--- src/design/id_pkg.sv ---
`default_nettype none

package id_pkg;

	////////////////////////////////////////
	// ISA widths
	////////////////////////////////////////

	localparam int XLEN       = 32;
	localparam int REG_ADDR_W = 5;

	typedef logic [XLEN-1:0]       word_t;
	typedef logic [REG_ADDR_W-1:0] reg_addr_t;

	// return address register of JAL, BGEZAL and BLTZAL
	localparam reg_addr_t LINK_REG = 5'd31;

	////////////////////////////////////////
	// instruction encodings
	////////////////////////////////////////

	// major opcode, inst[31:26]
	typedef enum logic [5:0] {
		OP_SPECIAL = 6'b000000,
		OP_REGIMM  = 6'b000001,
		OP_J       = 6'b000010,
		OP_JAL     = 6'b000011,
		OP_BEQ     = 6'b000100,
		OP_BNE     = 6'b000101,
		OP_BLEZ    = 6'b000110,
		OP_BGTZ    = 6'b000111,
		OP_ADDI    = 6'b001000,
		OP_ADDIU   = 6'b001001,
		OP_SLTI    = 6'b001010,
		OP_SLTIU   = 6'b001011,
		OP_ANDI    = 6'b001100,
		OP_ORI     = 6'b001101,
		OP_XORI    = 6'b001110,
		OP_LUI     = 6'b001111
	} opcode_e;

	// SPECIAL function field, inst[5:0]
	typedef enum logic [5:0] {
		FN_SLL  = 6'b000000,
		FN_SRL  = 6'b000010,
		FN_SRA  = 6'b000011,
		FN_SLLV = 6'b000100,
		FN_SRLV = 6'b000110,
		FN_SRAV = 6'b000111,
		FN_JR   = 6'b001000,
		FN_JALR = 6'b001001,
		FN_ADD  = 6'b100000,
		FN_ADDU = 6'b100001,
		FN_SUB  = 6'b100010,
		FN_SUBU = 6'b100011,
		FN_AND  = 6'b100100,
		FN_OR   = 6'b100101,
		FN_XOR  = 6'b100110,
		FN_NOR  = 6'b100111,
		FN_SLT  = 6'b101010,
		FN_SLTU = 6'b101011
	} funct_e;

	// REGIMM branches, selected by the rt field
	typedef enum logic [4:0] {
		RI_BLTZ   = 5'b00000,
		RI_BGEZ   = 5'b00001,
		RI_BLTZAL = 5'b10000,
		RI_BGEZAL = 5'b10001
	} regimm_e;

	////////////////////////////////////////
	// execute stage encodings
	////////////////////////////////////////

	typedef enum logic [7:0] {
		ALU_NOP    = 8'b00000000,
		ALU_AND    = 8'b00100100,
		ALU_OR     = 8'b00100101,
		ALU_XOR    = 8'b00100110,
		ALU_NOR    = 8'b00100111,
		ALU_SLL    = 8'b01111100,
		ALU_SRL    = 8'b00000010,
		ALU_SRA    = 8'b00000011,
		ALU_SLT    = 8'b00101010,
		ALU_SLTU   = 8'b00101011,
		ALU_ADD    = 8'b00100000,
		ALU_ADDU   = 8'b00100001,
		ALU_SUB    = 8'b00100010,
		ALU_SUBU   = 8'b00100011,
		ALU_ADDI   = 8'b01010101,
		ALU_ADDIU  = 8'b01010110,
		ALU_J      = 8'b01001111,
		ALU_JAL    = 8'b01010000,
		ALU_JR     = 8'b00001000,
		ALU_JALR   = 8'b00001001,
		ALU_BEQ    = 8'b01010001,
		ALU_BNE    = 8'b01010010,
		ALU_BGTZ   = 8'b01010100,
		ALU_BLEZ   = 8'b01010011,
		ALU_BGEZ   = 8'b01000001,
		ALU_BLTZ   = 8'b01000000,
		ALU_BGEZAL = 8'b01001011,
		ALU_BLTZAL = 8'b01001010
	} alu_op_e;

	typedef enum logic [2:0] {
		SEL_NOP         = 3'b000,
		SEL_LOGIC       = 3'b001,
		SEL_SHIFT       = 3'b010,
		SEL_ARITH       = 3'b100,
		SEL_JUMP_BRANCH = 3'b110
	} alu_sel_e;

	typedef enum logic [2:0] {
		BR_NONE,
		BR_ALWAYS,
		BR_EQ,
		BR_NE,
		BR_GTZ,
		BR_LEZ,
		BR_GEZ,
		BR_LTZ
	} branch_cond_e;

	////////////////////////////////////////
	// stage bundles
	////////////////////////////////////////

	// one register file read port
	typedef struct packed {
		logic      en;
		reg_addr_t addr;
	} rf_read_t;

	// writeback seen in EX or MEM, used for bypassing
	typedef struct packed {
		logic      wr_en;
		reg_addr_t wr_addr;
		word_t     data;
	} wb_fwd_t;

	typedef struct packed {
		alu_op_e      alu_op;
		alu_sel_e     alu_sel;
		logic         wr_en;
		reg_addr_t    wr_addr;
		word_t        imm;
		branch_cond_e branch_cond;
		logic         link;
		// target comes from rs (JR, JALR)
		logic         reg_target;
	} decode_ctrl_t;

	typedef struct packed {
		alu_op_e   alu_op;
		alu_sel_e  alu_sel;
		word_t     op1;
		word_t     op2;
		reg_addr_t wr_addr;
		logic      wr_en;
		word_t     link_addr;
	} id_ex_t;

	typedef struct packed {
		logic  taken;
		word_t target;
	} branch_t;

endpackage

`default_nettype wire

--- src/design/inst_decoder.sv ---
`default_nettype none

module inst_decoder (
	input  wire id_pkg::word_t   inst_i,
	output id_pkg::decode_ctrl_t ctrl_o,
	output id_pkg::rf_read_t     rd1_o,
	output id_pkg::rf_read_t     rd2_o
);

	logic [5:0]        opcode;
	id_pkg::reg_addr_t rs;
	id_pkg::reg_addr_t rt;
	id_pkg::reg_addr_t rd;
	logic [4:0]        shamt;
	logic [5:0]        funct;
	logic [15:0]       imm16;

	// R-type operation looked up from the function field
	id_pkg::alu_op_e   r_op;
	id_pkg::alu_sel_e  r_sel;
	logic              imm_shift;

	assign opcode = inst_i[31:26];
	assign rs     = inst_i[25:21];
	assign rt     = inst_i[20:16];
	assign rd     = inst_i[15:11];
	assign shamt  = inst_i[10:6];
	assign funct  = inst_i[5:0];
	assign imm16  = inst_i[15:0];

	assign imm_shift = (funct == id_pkg::FN_SLL) || (funct == id_pkg::FN_SRL) ||
		(funct == id_pkg::FN_SRA);

	always_comb begin
		case (funct)
			id_pkg::FN_SLL, id_pkg::FN_SLLV: r_op = id_pkg::ALU_SLL;
			id_pkg::FN_SRL, id_pkg::FN_SRLV: r_op = id_pkg::ALU_SRL;
			id_pkg::FN_SRA, id_pkg::FN_SRAV: r_op = id_pkg::ALU_SRA;
			id_pkg::FN_AND:                  r_op = id_pkg::ALU_AND;
			id_pkg::FN_OR:                   r_op = id_pkg::ALU_OR;
			id_pkg::FN_XOR:                  r_op = id_pkg::ALU_XOR;
			id_pkg::FN_NOR:                  r_op = id_pkg::ALU_NOR;
			id_pkg::FN_ADD:                  r_op = id_pkg::ALU_ADD;
			id_pkg::FN_ADDU:                 r_op = id_pkg::ALU_ADDU;
			id_pkg::FN_SUB:                  r_op = id_pkg::ALU_SUB;
			id_pkg::FN_SUBU:                 r_op = id_pkg::ALU_SUBU;
			id_pkg::FN_SLT:                  r_op = id_pkg::ALU_SLT;
			id_pkg::FN_SLTU:                 r_op = id_pkg::ALU_SLTU;
			id_pkg::FN_JR:                   r_op = id_pkg::ALU_JR;
			id_pkg::FN_JALR:                 r_op = id_pkg::ALU_JALR;
			default:                         r_op = id_pkg::ALU_NOP;
		endcase
		case (funct)
			id_pkg::FN_SLL, id_pkg::FN_SRL, id_pkg::FN_SRA,
			id_pkg::FN_SLLV, id_pkg::FN_SRLV, id_pkg::FN_SRAV: r_sel = id_pkg::SEL_SHIFT;
			id_pkg::FN_AND, id_pkg::FN_OR, id_pkg::FN_XOR,
			id_pkg::FN_NOR: r_sel = id_pkg::SEL_LOGIC;
			id_pkg::FN_ADD, id_pkg::FN_ADDU, id_pkg::FN_SUB, id_pkg::FN_SUBU,
			id_pkg::FN_SLT, id_pkg::FN_SLTU: r_sel = id_pkg::SEL_ARITH;
			id_pkg::FN_JR, id_pkg::FN_JALR: r_sel = id_pkg::SEL_JUMP_BRANCH;
			default: r_sel = id_pkg::SEL_NOP;
		endcase
	end

	////////////////////////////////////////
	// main decode
	////////////////////////////////////////

	always_comb begin
		// anything not matched below stays a NOP without write
		ctrl_o             = '0;
		ctrl_o.alu_op      = id_pkg::ALU_NOP;
		ctrl_o.alu_sel     = id_pkg::SEL_NOP;
		ctrl_o.branch_cond = id_pkg::BR_NONE;
		rd1_o.en           = 1'b0;
		rd1_o.addr         = rs;
		rd2_o.en           = 1'b0;
		rd2_o.addr         = rt;

		case (opcode)
			id_pkg::OP_SPECIAL: begin
				if (imm_shift) begin
					// sll/srl/sra rd, rt, shamt; rs must be zero
					if (rs == '0) begin
						ctrl_o.alu_op  = r_op;
						ctrl_o.alu_sel = r_sel;
						ctrl_o.wr_en   = 1'b1;
						ctrl_o.wr_addr = rd;
						ctrl_o.imm     = id_pkg::word_t'(shamt);
						rd2_o.en       = 1'b1;
					end
				end else if (shamt == '0 && r_sel != id_pkg::SEL_NOP) begin
					ctrl_o.alu_op  = r_op;
					ctrl_o.alu_sel = r_sel;
					rd1_o.en       = 1'b1;
					if (r_sel == id_pkg::SEL_JUMP_BRANCH) begin
						ctrl_o.branch_cond = id_pkg::BR_ALWAYS;
						ctrl_o.reg_target  = 1'b1;
						// only JALR writes its return address, into rd
						if (funct == id_pkg::FN_JALR) begin
							ctrl_o.link    = 1'b1;
							ctrl_o.wr_en   = 1'b1;
							ctrl_o.wr_addr = rd;
						end
					end else begin
						ctrl_o.wr_en   = 1'b1;
						ctrl_o.wr_addr = rd;
						rd2_o.en       = 1'b1;
					end
				end
			end

			id_pkg::OP_ORI, id_pkg::OP_ANDI, id_pkg::OP_XORI, id_pkg::OP_LUI,
			id_pkg::OP_ADDI, id_pkg::OP_ADDIU, id_pkg::OP_SLTI, id_pkg::OP_SLTIU: begin
				ctrl_o.wr_en   = 1'b1;
				ctrl_o.wr_addr = rt;
				rd1_o.en       = 1'b1;
				// opcodes 0011xx are logic, 0010xx arithmetic
				ctrl_o.alu_sel = opcode[2] ? id_pkg::SEL_LOGIC : id_pkg::SEL_ARITH;
				if (opcode == id_pkg::OP_LUI) begin
					ctrl_o.imm = {imm16, 16'h0000};
				end else if (opcode[2]) begin
					ctrl_o.imm = {16'h0000, imm16};
				end else begin
					ctrl_o.imm = {{16{imm16[15]}}, imm16};
				end
				case (opcode)
					id_pkg::OP_ANDI:  ctrl_o.alu_op = id_pkg::ALU_AND;
					id_pkg::OP_XORI:  ctrl_o.alu_op = id_pkg::ALU_XOR;
					id_pkg::OP_ADDI:  ctrl_o.alu_op = id_pkg::ALU_ADDI;
					id_pkg::OP_ADDIU: ctrl_o.alu_op = id_pkg::ALU_ADDIU;
					id_pkg::OP_SLTI:  ctrl_o.alu_op = id_pkg::ALU_SLT;
					id_pkg::OP_SLTIU: ctrl_o.alu_op = id_pkg::ALU_SLTU;
					// ORI and LUI both or into rs
					default:          ctrl_o.alu_op = id_pkg::ALU_OR;
				endcase
			end

			id_pkg::OP_J, id_pkg::OP_JAL: begin
				ctrl_o.alu_sel     = id_pkg::SEL_JUMP_BRANCH;
				ctrl_o.branch_cond = id_pkg::BR_ALWAYS;
				ctrl_o.alu_op      = id_pkg::ALU_J;
				if (opcode == id_pkg::OP_JAL) begin
					ctrl_o.alu_op  = id_pkg::ALU_JAL;
					ctrl_o.link    = 1'b1;
					ctrl_o.wr_en   = 1'b1;
					ctrl_o.wr_addr = id_pkg::LINK_REG;
				end
			end

			id_pkg::OP_BEQ, id_pkg::OP_BNE: begin
				ctrl_o.alu_sel = id_pkg::SEL_JUMP_BRANCH;
				rd1_o.en       = 1'b1;
				rd2_o.en       = 1'b1;
				if (opcode == id_pkg::OP_BEQ) begin
					ctrl_o.alu_op      = id_pkg::ALU_BEQ;
					ctrl_o.branch_cond = id_pkg::BR_EQ;
				end else begin
					ctrl_o.alu_op      = id_pkg::ALU_BNE;
					ctrl_o.branch_cond = id_pkg::BR_NE;
				end
			end

			id_pkg::OP_BLEZ, id_pkg::OP_BGTZ: begin
				ctrl_o.alu_sel = id_pkg::SEL_JUMP_BRANCH;
				rd1_o.en       = 1'b1;
				if (opcode == id_pkg::OP_BLEZ) begin
					ctrl_o.alu_op      = id_pkg::ALU_BLEZ;
					ctrl_o.branch_cond = id_pkg::BR_LEZ;
				end else begin
					ctrl_o.alu_op      = id_pkg::ALU_BGTZ;
					ctrl_o.branch_cond = id_pkg::BR_GTZ;
				end
			end

			id_pkg::OP_REGIMM: begin
				if (rt == id_pkg::RI_BLTZ || rt == id_pkg::RI_BLTZAL) begin
					ctrl_o.alu_op      = rt[4] ? id_pkg::ALU_BLTZAL : id_pkg::ALU_BLTZ;
					ctrl_o.branch_cond = id_pkg::BR_LTZ;
				end else if (rt == id_pkg::RI_BGEZ || rt == id_pkg::RI_BGEZAL) begin
					ctrl_o.alu_op      = rt[4] ? id_pkg::ALU_BGEZAL : id_pkg::ALU_BGEZ;
					ctrl_o.branch_cond = id_pkg::BR_GEZ;
				end
				if (ctrl_o.branch_cond != id_pkg::BR_NONE) begin
					ctrl_o.alu_sel = id_pkg::SEL_JUMP_BRANCH;
					rd1_o.en       = 1'b1;
					// the "al" forms link whether taken or not
					ctrl_o.link    = rt[4];
					ctrl_o.wr_en   = rt[4];
					ctrl_o.wr_addr = rt[4] ? id_pkg::LINK_REG : '0;
				end
			end

			default: begin
			end
		endcase
	end

endmodule

`default_nettype wire

--- src/design/operand_forward.sv ---
`default_nettype none

module operand_forward (
	input  wire id_pkg::rf_read_t rd_i,
	input  wire id_pkg::word_t    rf_data_i,
	input  wire id_pkg::wb_fwd_t  ex_fwd_i,
	input  wire id_pkg::wb_fwd_t  mem_fwd_i,
	input  wire id_pkg::word_t    imm_i,
	output id_pkg::word_t         operand_o
);

	logic ex_hit;
	logic mem_hit;

	// a writeback still in flight matches the register we are reading
	assign ex_hit  = ex_fwd_i.wr_en && (ex_fwd_i.wr_addr == rd_i.addr);
	assign mem_hit = mem_fwd_i.wr_en && (mem_fwd_i.wr_addr == rd_i.addr);

	always_comb begin
		if (!rd_i.en) begin
			// unused port carries the decoded immediate
			operand_o = imm_i;
		end else if (ex_hit) begin
			// youngest result first
			operand_o = ex_fwd_i.data;
		end else if (mem_hit) begin
			operand_o = mem_fwd_i.data;
		end else begin
			operand_o = rf_data_i;
		end
	end

endmodule

`default_nettype wire

--- src/design/branch_unit.sv ---
`default_nettype none

module branch_unit (
	input  wire id_pkg::decode_ctrl_t ctrl_i,
	input  wire id_pkg::word_t        pc_i,
	input  wire id_pkg::word_t        inst_i,
	input  wire id_pkg::word_t        op1_i,
	input  wire id_pkg::word_t        op2_i,
	output id_pkg::branch_t           branch_o,
	output id_pkg::word_t             link_o
);

	id_pkg::word_t pc_plus_4;
	id_pkg::word_t pc_plus_8;
	id_pkg::word_t offset;
	id_pkg::word_t region_target;
	logic          op1_zero;
	logic          op1_neg;
	logic          taken;

	assign pc_plus_4 = pc_i + 32'd4;
	assign pc_plus_8 = pc_i + 32'd8;

	// 16-bit word offset, sign-extended and scaled to bytes
	assign offset = {{14{inst_i[15]}}, inst_i[15:0], 2'b00};

	// J and JAL stay inside the 256 MB region of the delay slot
	assign region_target = {pc_plus_4[31:28], inst_i[25:0], 2'b00};

	assign op1_zero = (op1_i == '0);
	assign op1_neg  = op1_i[id_pkg::XLEN-1];

	////////////////////////////////////////
	// condition
	////////////////////////////////////////

	always_comb begin
		case (ctrl_i.branch_cond)
			id_pkg::BR_ALWAYS: taken = 1'b1;
			id_pkg::BR_EQ:     taken = (op1_i == op2_i);
			id_pkg::BR_NE:     taken = (op1_i != op2_i);
			id_pkg::BR_GTZ:    taken = !op1_neg && !op1_zero;
			id_pkg::BR_LEZ:    taken = op1_neg || op1_zero;
			id_pkg::BR_GEZ:    taken = !op1_neg;
			id_pkg::BR_LTZ:    taken = op1_neg;
			default:           taken = 1'b0;
		endcase
	end

	////////////////////////////////////////
	// target and link
	////////////////////////////////////////

	always_comb begin
		branch_o.taken = taken;
		if (!taken) begin
			branch_o.target = '0;
		end else if (ctrl_i.reg_target) begin
			branch_o.target = op1_i;
		end else if (ctrl_i.branch_cond == id_pkg::BR_ALWAYS) begin
			branch_o.target = region_target;
		end else begin
			branch_o.target = pc_plus_4 + offset;
		end
	end

	// return address skips the delay slot
	assign link_o = ctrl_i.link ? pc_plus_8 : '0;

endmodule

`default_nettype wire

--- src/design/decode_stage.sv ---
`default_nettype none

module decode_stage (
	input  wire                 clk_i,
	input  wire                 arst_n_i,

	// instruction from fetch
	input  wire id_pkg::word_t  pc_i,
	input  wire id_pkg::word_t  inst_i,

	// register file
	input  wire id_pkg::word_t  rf_data1_i,
	input  wire id_pkg::word_t  rf_data2_i,
	output id_pkg::rf_read_t    rf_rd1_o,
	output id_pkg::rf_read_t    rf_rd2_o,

	// bypass from later stages
	input  wire id_pkg::wb_fwd_t ex_fwd_i,
	input  wire id_pkg::wb_fwd_t mem_fwd_i,

	// to execute and fetch
	output id_pkg::id_ex_t      id_ex_o,
	output id_pkg::branch_t     branch_o
);

	id_pkg::decode_ctrl_t ctrl;
	id_pkg::word_t        op1;
	id_pkg::word_t        op2;
	id_pkg::word_t        link_word;
	id_pkg::branch_t      branch_d;
	id_pkg::id_ex_t       id_ex_d;

	inst_decoder u_decoder (
		.inst_i (inst_i),
		.ctrl_o (ctrl),
		.rd1_o  (rf_rd1_o),
		.rd2_o  (rf_rd2_o)
	);

	operand_forward u_fwd_op1 (
		.rd_i      (rf_rd1_o),
		.rf_data_i (rf_data1_i),
		.ex_fwd_i  (ex_fwd_i),
		.mem_fwd_i (mem_fwd_i),
		.imm_i     (ctrl.imm),
		.operand_o (op1)
	);

	operand_forward u_fwd_op2 (
		.rd_i      (rf_rd2_o),
		.rf_data_i (rf_data2_i),
		.ex_fwd_i  (ex_fwd_i),
		.mem_fwd_i (mem_fwd_i),
		.imm_i     (ctrl.imm),
		.operand_o (op2)
	);

	// jr/jalr targets see the bypassed rs value
	branch_unit u_branch (
		.ctrl_i   (ctrl),
		.pc_i     (pc_i),
		.inst_i   (inst_i),
		.op1_i    (op1),
		.op2_i    (op2),
		.branch_o (branch_d),
		.link_o   (link_word)
	);

	////////////////////////////////////////
	// ID/EX register
	////////////////////////////////////////

	always_comb begin
		id_ex_d.alu_op    = ctrl.alu_op;
		id_ex_d.alu_sel   = ctrl.alu_sel;
		id_ex_d.op1       = op1;
		id_ex_d.op2       = op2;
		id_ex_d.wr_addr   = ctrl.wr_addr;
		id_ex_d.wr_en     = ctrl.wr_en;
		id_ex_d.link_addr = link_word;
	end

	always_ff @(posedge clk_i or negedge arst_n_i) begin
		if (!arst_n_i) begin
			// NOP, no write, not taken
			id_ex_o  <= '0;
			branch_o <= '0;
		end else begin
			id_ex_o  <= id_ex_d;
			branch_o <= branch_d;
		end
	end

endmodule

`default_nettype wire

--- config.mk ---
export PLATFORM = sky130hd
export DESIGN_NAME = decode_stage
export DESIGN_NICKNAME = d
export VERILOG_FILES = /design/src/design/id_pkg.sv /design/src/design/inst_decoder.sv /design/src/design/operand_forward.sv /design/src/design/branch_unit.sv /design/src/design/decode_stage.sv
export SDC_FILE = /design/constraint.sdc
export NUM_CORES = 1
export LEC_CHECK = 0
export BUFFER_PORTS_ARGS = -buffer_cell sky130_fd_sc_hd__buf_2
export CELL_PAD_IN_SITES_DETAIL_PLACEMENT = 1
export CELL_PAD_IN_SITES_GLOBAL_PLACEMENT = 1
export CORE_ASPECT_RATIO = 1.25
export CORE_MARGIN = 3
export CORE_UTILIZATION = 37
export CTS_CLUSTER_DIAMETER = 50
export DETAILED_ROUTE_END_ITERATION = 7
export GPL_ROUTABILITY_DRIVEN = 1
export PLACE_DENSITY = 0.88
export SLEW_MARGIN = 20
export SYNTH_ARGS = -nofsm -noshare
export SYNTH_HDL_FRONTEND = slang
export SYNTH_SLANG_ARGS = --single-unit
--- constraint.sdc ---
create_clock -name clk_i -period 2.45 [get_ports clk_i]
set_input_delay 0.3675 -clock clk_i [delete_from_list [all_inputs] [get_ports clk_i]]
set_output_delay 0.3675 -clock clk_i [all_outputs]
set_load 0.1 [all_outputs]
==> results.toml, run 1 <==
[status]
status = "stopped before the end"
failed_stage = "5_1_grt"
stop_error = "[ERROR GRT-0232] Routing congestion too high. Check the congestion heatmap in the GUI."

[synth]
yosysTopAreaCellShare_pct = 35.04
synth_edf_count = 0
ys.flop_type = "dfrtp_1"
ys_ff_latch = 145
synth_fp_nets = 1462
ys_seq_area_share_pct = 35.04
synth_area_leaders = "dfrtp_1 35%, xnor2_1 7.0%, nor2_1 5.1%, a21oi_1 4.0%, a211oi_1 3.9%"
ys_types = 72
avgSynthCellArea_sq_um = 8.460
synth_area_sq_mm = 0.01035
netlist_top_cells_count = "145 x dfrtp_1, 140 x nor2_1, 106 x nand2_1"
synth_top_area_cell = "dfrtp_1"
synth_cells = 1224
yosys_warnings = 0
synth.most_common_cell = "dfrtp_1"
async_flop_share_pct = 100.0

[cts]
tritoncts.num_buffers = 17
cts.root.buffer_cell = "clkbuf_16"
clock-sinks = 145
cts_buffer_depth = 2
h-tree-depth = 4

[floorplan]
die_h_um = 193.0
rows = 67
fp.dieW_um = 155.6
initial_core_util_pct = 38.12
io_pins = 364

[sta]
postGrtWorstEndpoint = "branch_o[14]$_DFF_PN0_/D"
worst_path_end_type = "register input"

[grt]
grt_antenna_before_repair = 19
grt_use_total_pct = 69.04
grt_max_degree = 65
grt_overflow = 8

[placement]
gp_congestion = 1.075
io_buffer_count = 362
pre_cts_slack_ps = -2286
place_inst = 2211
dp_hpwl_um = 50620
-- per-layer routing --
metal  GRT overflow  track usage (%)
met5              0            32.51
met3              0            53.14
met2              3            87.50
met4              5            70.83
met1              0            65.87
-- repair_timing --
action / 4_1_cts
hold endpoints to repair: 62
hold buffers: 1
resized for setup: 97
pin swaps: 18
buffers inserted: 5
cloned: 3
endpoints found under the setup margin: 71
-- cells by family after synthesis --
family	count (synthesis)	synth area share [%]
and+or+nand+nor	451	21.41
AOI/OAI and AO/OA	332	22.34
other	1	0.03621
xor gates and xnor gates	125	10.57
DFF	145	35.04
adders and majority gates	32	3.939
muxes	18	1.740
buffers and inverters	120	4.918
-- per-stage QoR --
step	TNS, ps	area [sq um]
after CTS	-44280	16550
after detailed placement	-114650	15350
after global placement	-78850	15350
after floorplan	-48790	10460
==> run 2: changes to the inputs <==
- CELL_PAD_IN_SITES_DETAIL_PLACEMENT: 1 -> default
- CELL_PAD_IN_SITES_GLOBAL_PLACEMENT: 1 -> default
- CORE_ASPECT_RATIO: 1.25 -> default
- CORE_UTILIZATION: 37 -> 40
- CTS_CLUSTER_DIAMETER: 50 -> default
- PLACE_DENSITY: 0.88 -> default
- PLACE_DENSITY_LB_ADDON: default -> 0.15
==> results.toml, run 2 <==
[placement]
gp_congestion = 0.9758
dp_hpwl_um = 40590
io_buffer_count = 362
place_inst = 2197
pre_cts_slack_ps = -1973

[floorplan]
rows = 58
coreArea_sq_mm = 0.02533
initial_core_util_pct = 40.89
die_h_um = 166.9
io_pins = 364
fp.dieW_um = 166.9
die_area_sq_mm = 0.02785

[route]
via_count = 12770
vias_per_cell = 5.689
drt-initial-drc-count = 1263
wl_um = 51760
dr.pass1.iters = 6
antenna_left = 0
wl_per_cell_um = 23.06
drc_errors = 0

[final_layout]
syn_to_final_growth_pct = 61.36
most-common-layout-cells = "355 x buf_2, 355 x buf_4, 145 x dfrtp_1"
largestRegisters = "id_ex_o x112, branch_o x33"
largest_reg_flops = 112
regMostFlops = "id_ex_o"
fin_cells = 2245
drive_gt1_share_pct = 45.90
nets = 2138

[worst_setup_path]
required_ps = 2760
end_kind = "flip-flop"
critPathLaunchType = "input pin"
path_max_fanout = 25
arrival_ps = 3980
criticalPathCategory = "in2reg"

[synth]
avgSynthCellArea_sq_um = 8.460
synth_area_leaders = "dfrtp_1 35%, xnor2_1 7.0%, nor2_1 5.1%, a21oi_1 4.0%, a211oi_1 3.9%"
netlist_top_cells_count = "145 x dfrtp_1, 140 x nor2_1, 106 x nand2_1"
synth_area_sq_mm = 0.01035
synth_fp_nets = 1462
ys_ff_latch = 145
yosys_warnings = 0
ys.flop_type = "dfrtp_1"
ys_seq_area_share_pct = 35.04
synth_edf_count = 0
ys_types = 72
yosysTopAreaCellShare_pct = 35.04
synth.most_common_cell = "dfrtp_1"
synth_cells = 1224
synth_top_area_cell = "dfrtp_1"
async_flop_share_pct = 100.0

[sta]
slew_headroom_pct = 55.71
max_freq_mhz = 272.7
tns_ps = -39420
post-route-min-period_ps = 3667
fin_hold_ws_ps = 132.7
finalCritPeriodShare_pct = 149.7
tightest_slew_ps = 658.3
finalHoldViolations = 0
final-setup-viol-count = 35
rsz0062_at_grt = "yes"
layout_setup_ws_ps = -1217
slew_violations = 0

[grt]
grt_pass1_vias = 12810
grt_use_total_pct = 36.17
grt_antenna_before_repair = 3
grt_max_degree = 59
grt_overflow = 0
grt_first_pass_wirelength_um = 77540

[hold_path]
holdPathEnd = "id_ex_o[3]"
hp-start = "pc_i[3]"
hold_depth = 2
hp-class = "in2reg"

[cts]
h-tree-depth = 4
cts_tree = "yes"
cts_buffer_depth = 2
tritoncts.num_buffers = 17
path_clk_slew_ps = 70
clock-sinks = 145
cts.root.buffer_cell = "clkbuf_16"

[status]
status = "finished with violations"
violations = "setup timing"

[power_and_ir_drop]
p_per_area_mw_per_mm2 = 482.7
power_leakage_uw = 0.008433
vdd_drop_max_mv = 0.3588

[job]
cap_violations = 0
[run 2: cell counts after synthesis]
No cell type changed its count.
[run 2: stage by stage]
stage	instance area [sq um]	utilization, %	power [uW]
2_1_floorplan	10460	-	3999
3_3_place_gp	15390	60.78	5224
3_5_place_dp	15390	60.78	5232
4_1_cts	16570	65.43	8012
5_1_grt	16710	65.96	8343
6_report	16710	65.97	8065
[run 2: where the power goes]
| group | leakage (uW) | total, uW | switching, uW | internal, uW |
|---|---|---|---|---|
| registers | 0.00199 | 2490 | 31.3 | 2460 |
| clock network | 0.000277 | 2700 | 1330 | 1370 |
| logic | 0.00616 | 2870 | 1790 | 1090 |
| total | 0.00843 | 8060 | 3150 | 4920 |
[run 2: area by class of cell]
| class | instances | area [sq um] |
|---|---|---|
| fillers | 2197 | 8618 |
| multi-input cells | 959 | 6804 |
| repair buffers | 749 | 5151 |
| flip-flops and latches | 145 | 3628 |
| clock buffers | 17 | 425.4 |
| well taps | 330 | 412.9 |
| clock inverters | 15 | 168.9 |
| inverters | 28 | 112.6 |
| diodes | 2 | 5.005 |
[run 2: worst max-delay path: stages]
cell and delay [ps]:
buf_6 90, or4_4 590, a2111oi_4 200, o2111a_2 250, buf_4 120, a211oi_4 70
buf_12 190, o31ai_2 330, xnor2_1 190, nand4_1 160, or4_4 590, o21ai_2 150
nor3b_4 250, buf_6 180, buf_12 140, a21oi_1 70
[run 2: how the worst max path moves through the flow]
stage / startpoint / endpoint / slack [ps]
after global routing: inst_i[8] / branch_o[6] / -1370
after global placement: inst_i[6] / branch_o[30] / -1900
after CTS: inst_i[8] / branch_o[10] / -1160
final: inst_i[8] / branch_o[10] / -1220
after floorplan: inst_i[2] / branch_o[30] / -1500
after detailed placement: inst_i[6] / branch_o[31] / -1970
[run 2: repair_timing]
item / 4_1_cts / 5_1_grt
pin swaps: 18 / 10
cloned: 3 / 0
gates resized for setup: 76 / 19
hold endpoints to repair: 52 / 0
hold buffers: 1 / 0
setup buffers: 6 / 4
endpoints found under the setup margin: 67 / 67
[run 2: cell families after synthesis]
family / after synthesis / synth area share, %
and+or+nand+nor: 451 / 21.41
AOI/OAI and AO/OA: 332 / 22.34
DFF: 145 / 35.04
xor gates and xnor gates: 125 / 10.57
buffers and inverters: 120 / 4.918
adders and majority gates: 32 / 3.939
muxes: 18 / 1.740
other: 1 / 0.03621
[run 2: metal layers]
metal	wire (um)	vias to the layer above	track usage (%)
li1	-	5821	-
met1	20820	6087	46.83
met2	23940	731	58.69
met3	4361	128	6.765
met4	2618	4	16.86
met5	27	-	0
Note: power is estimated with default switching activity, not from simulation.
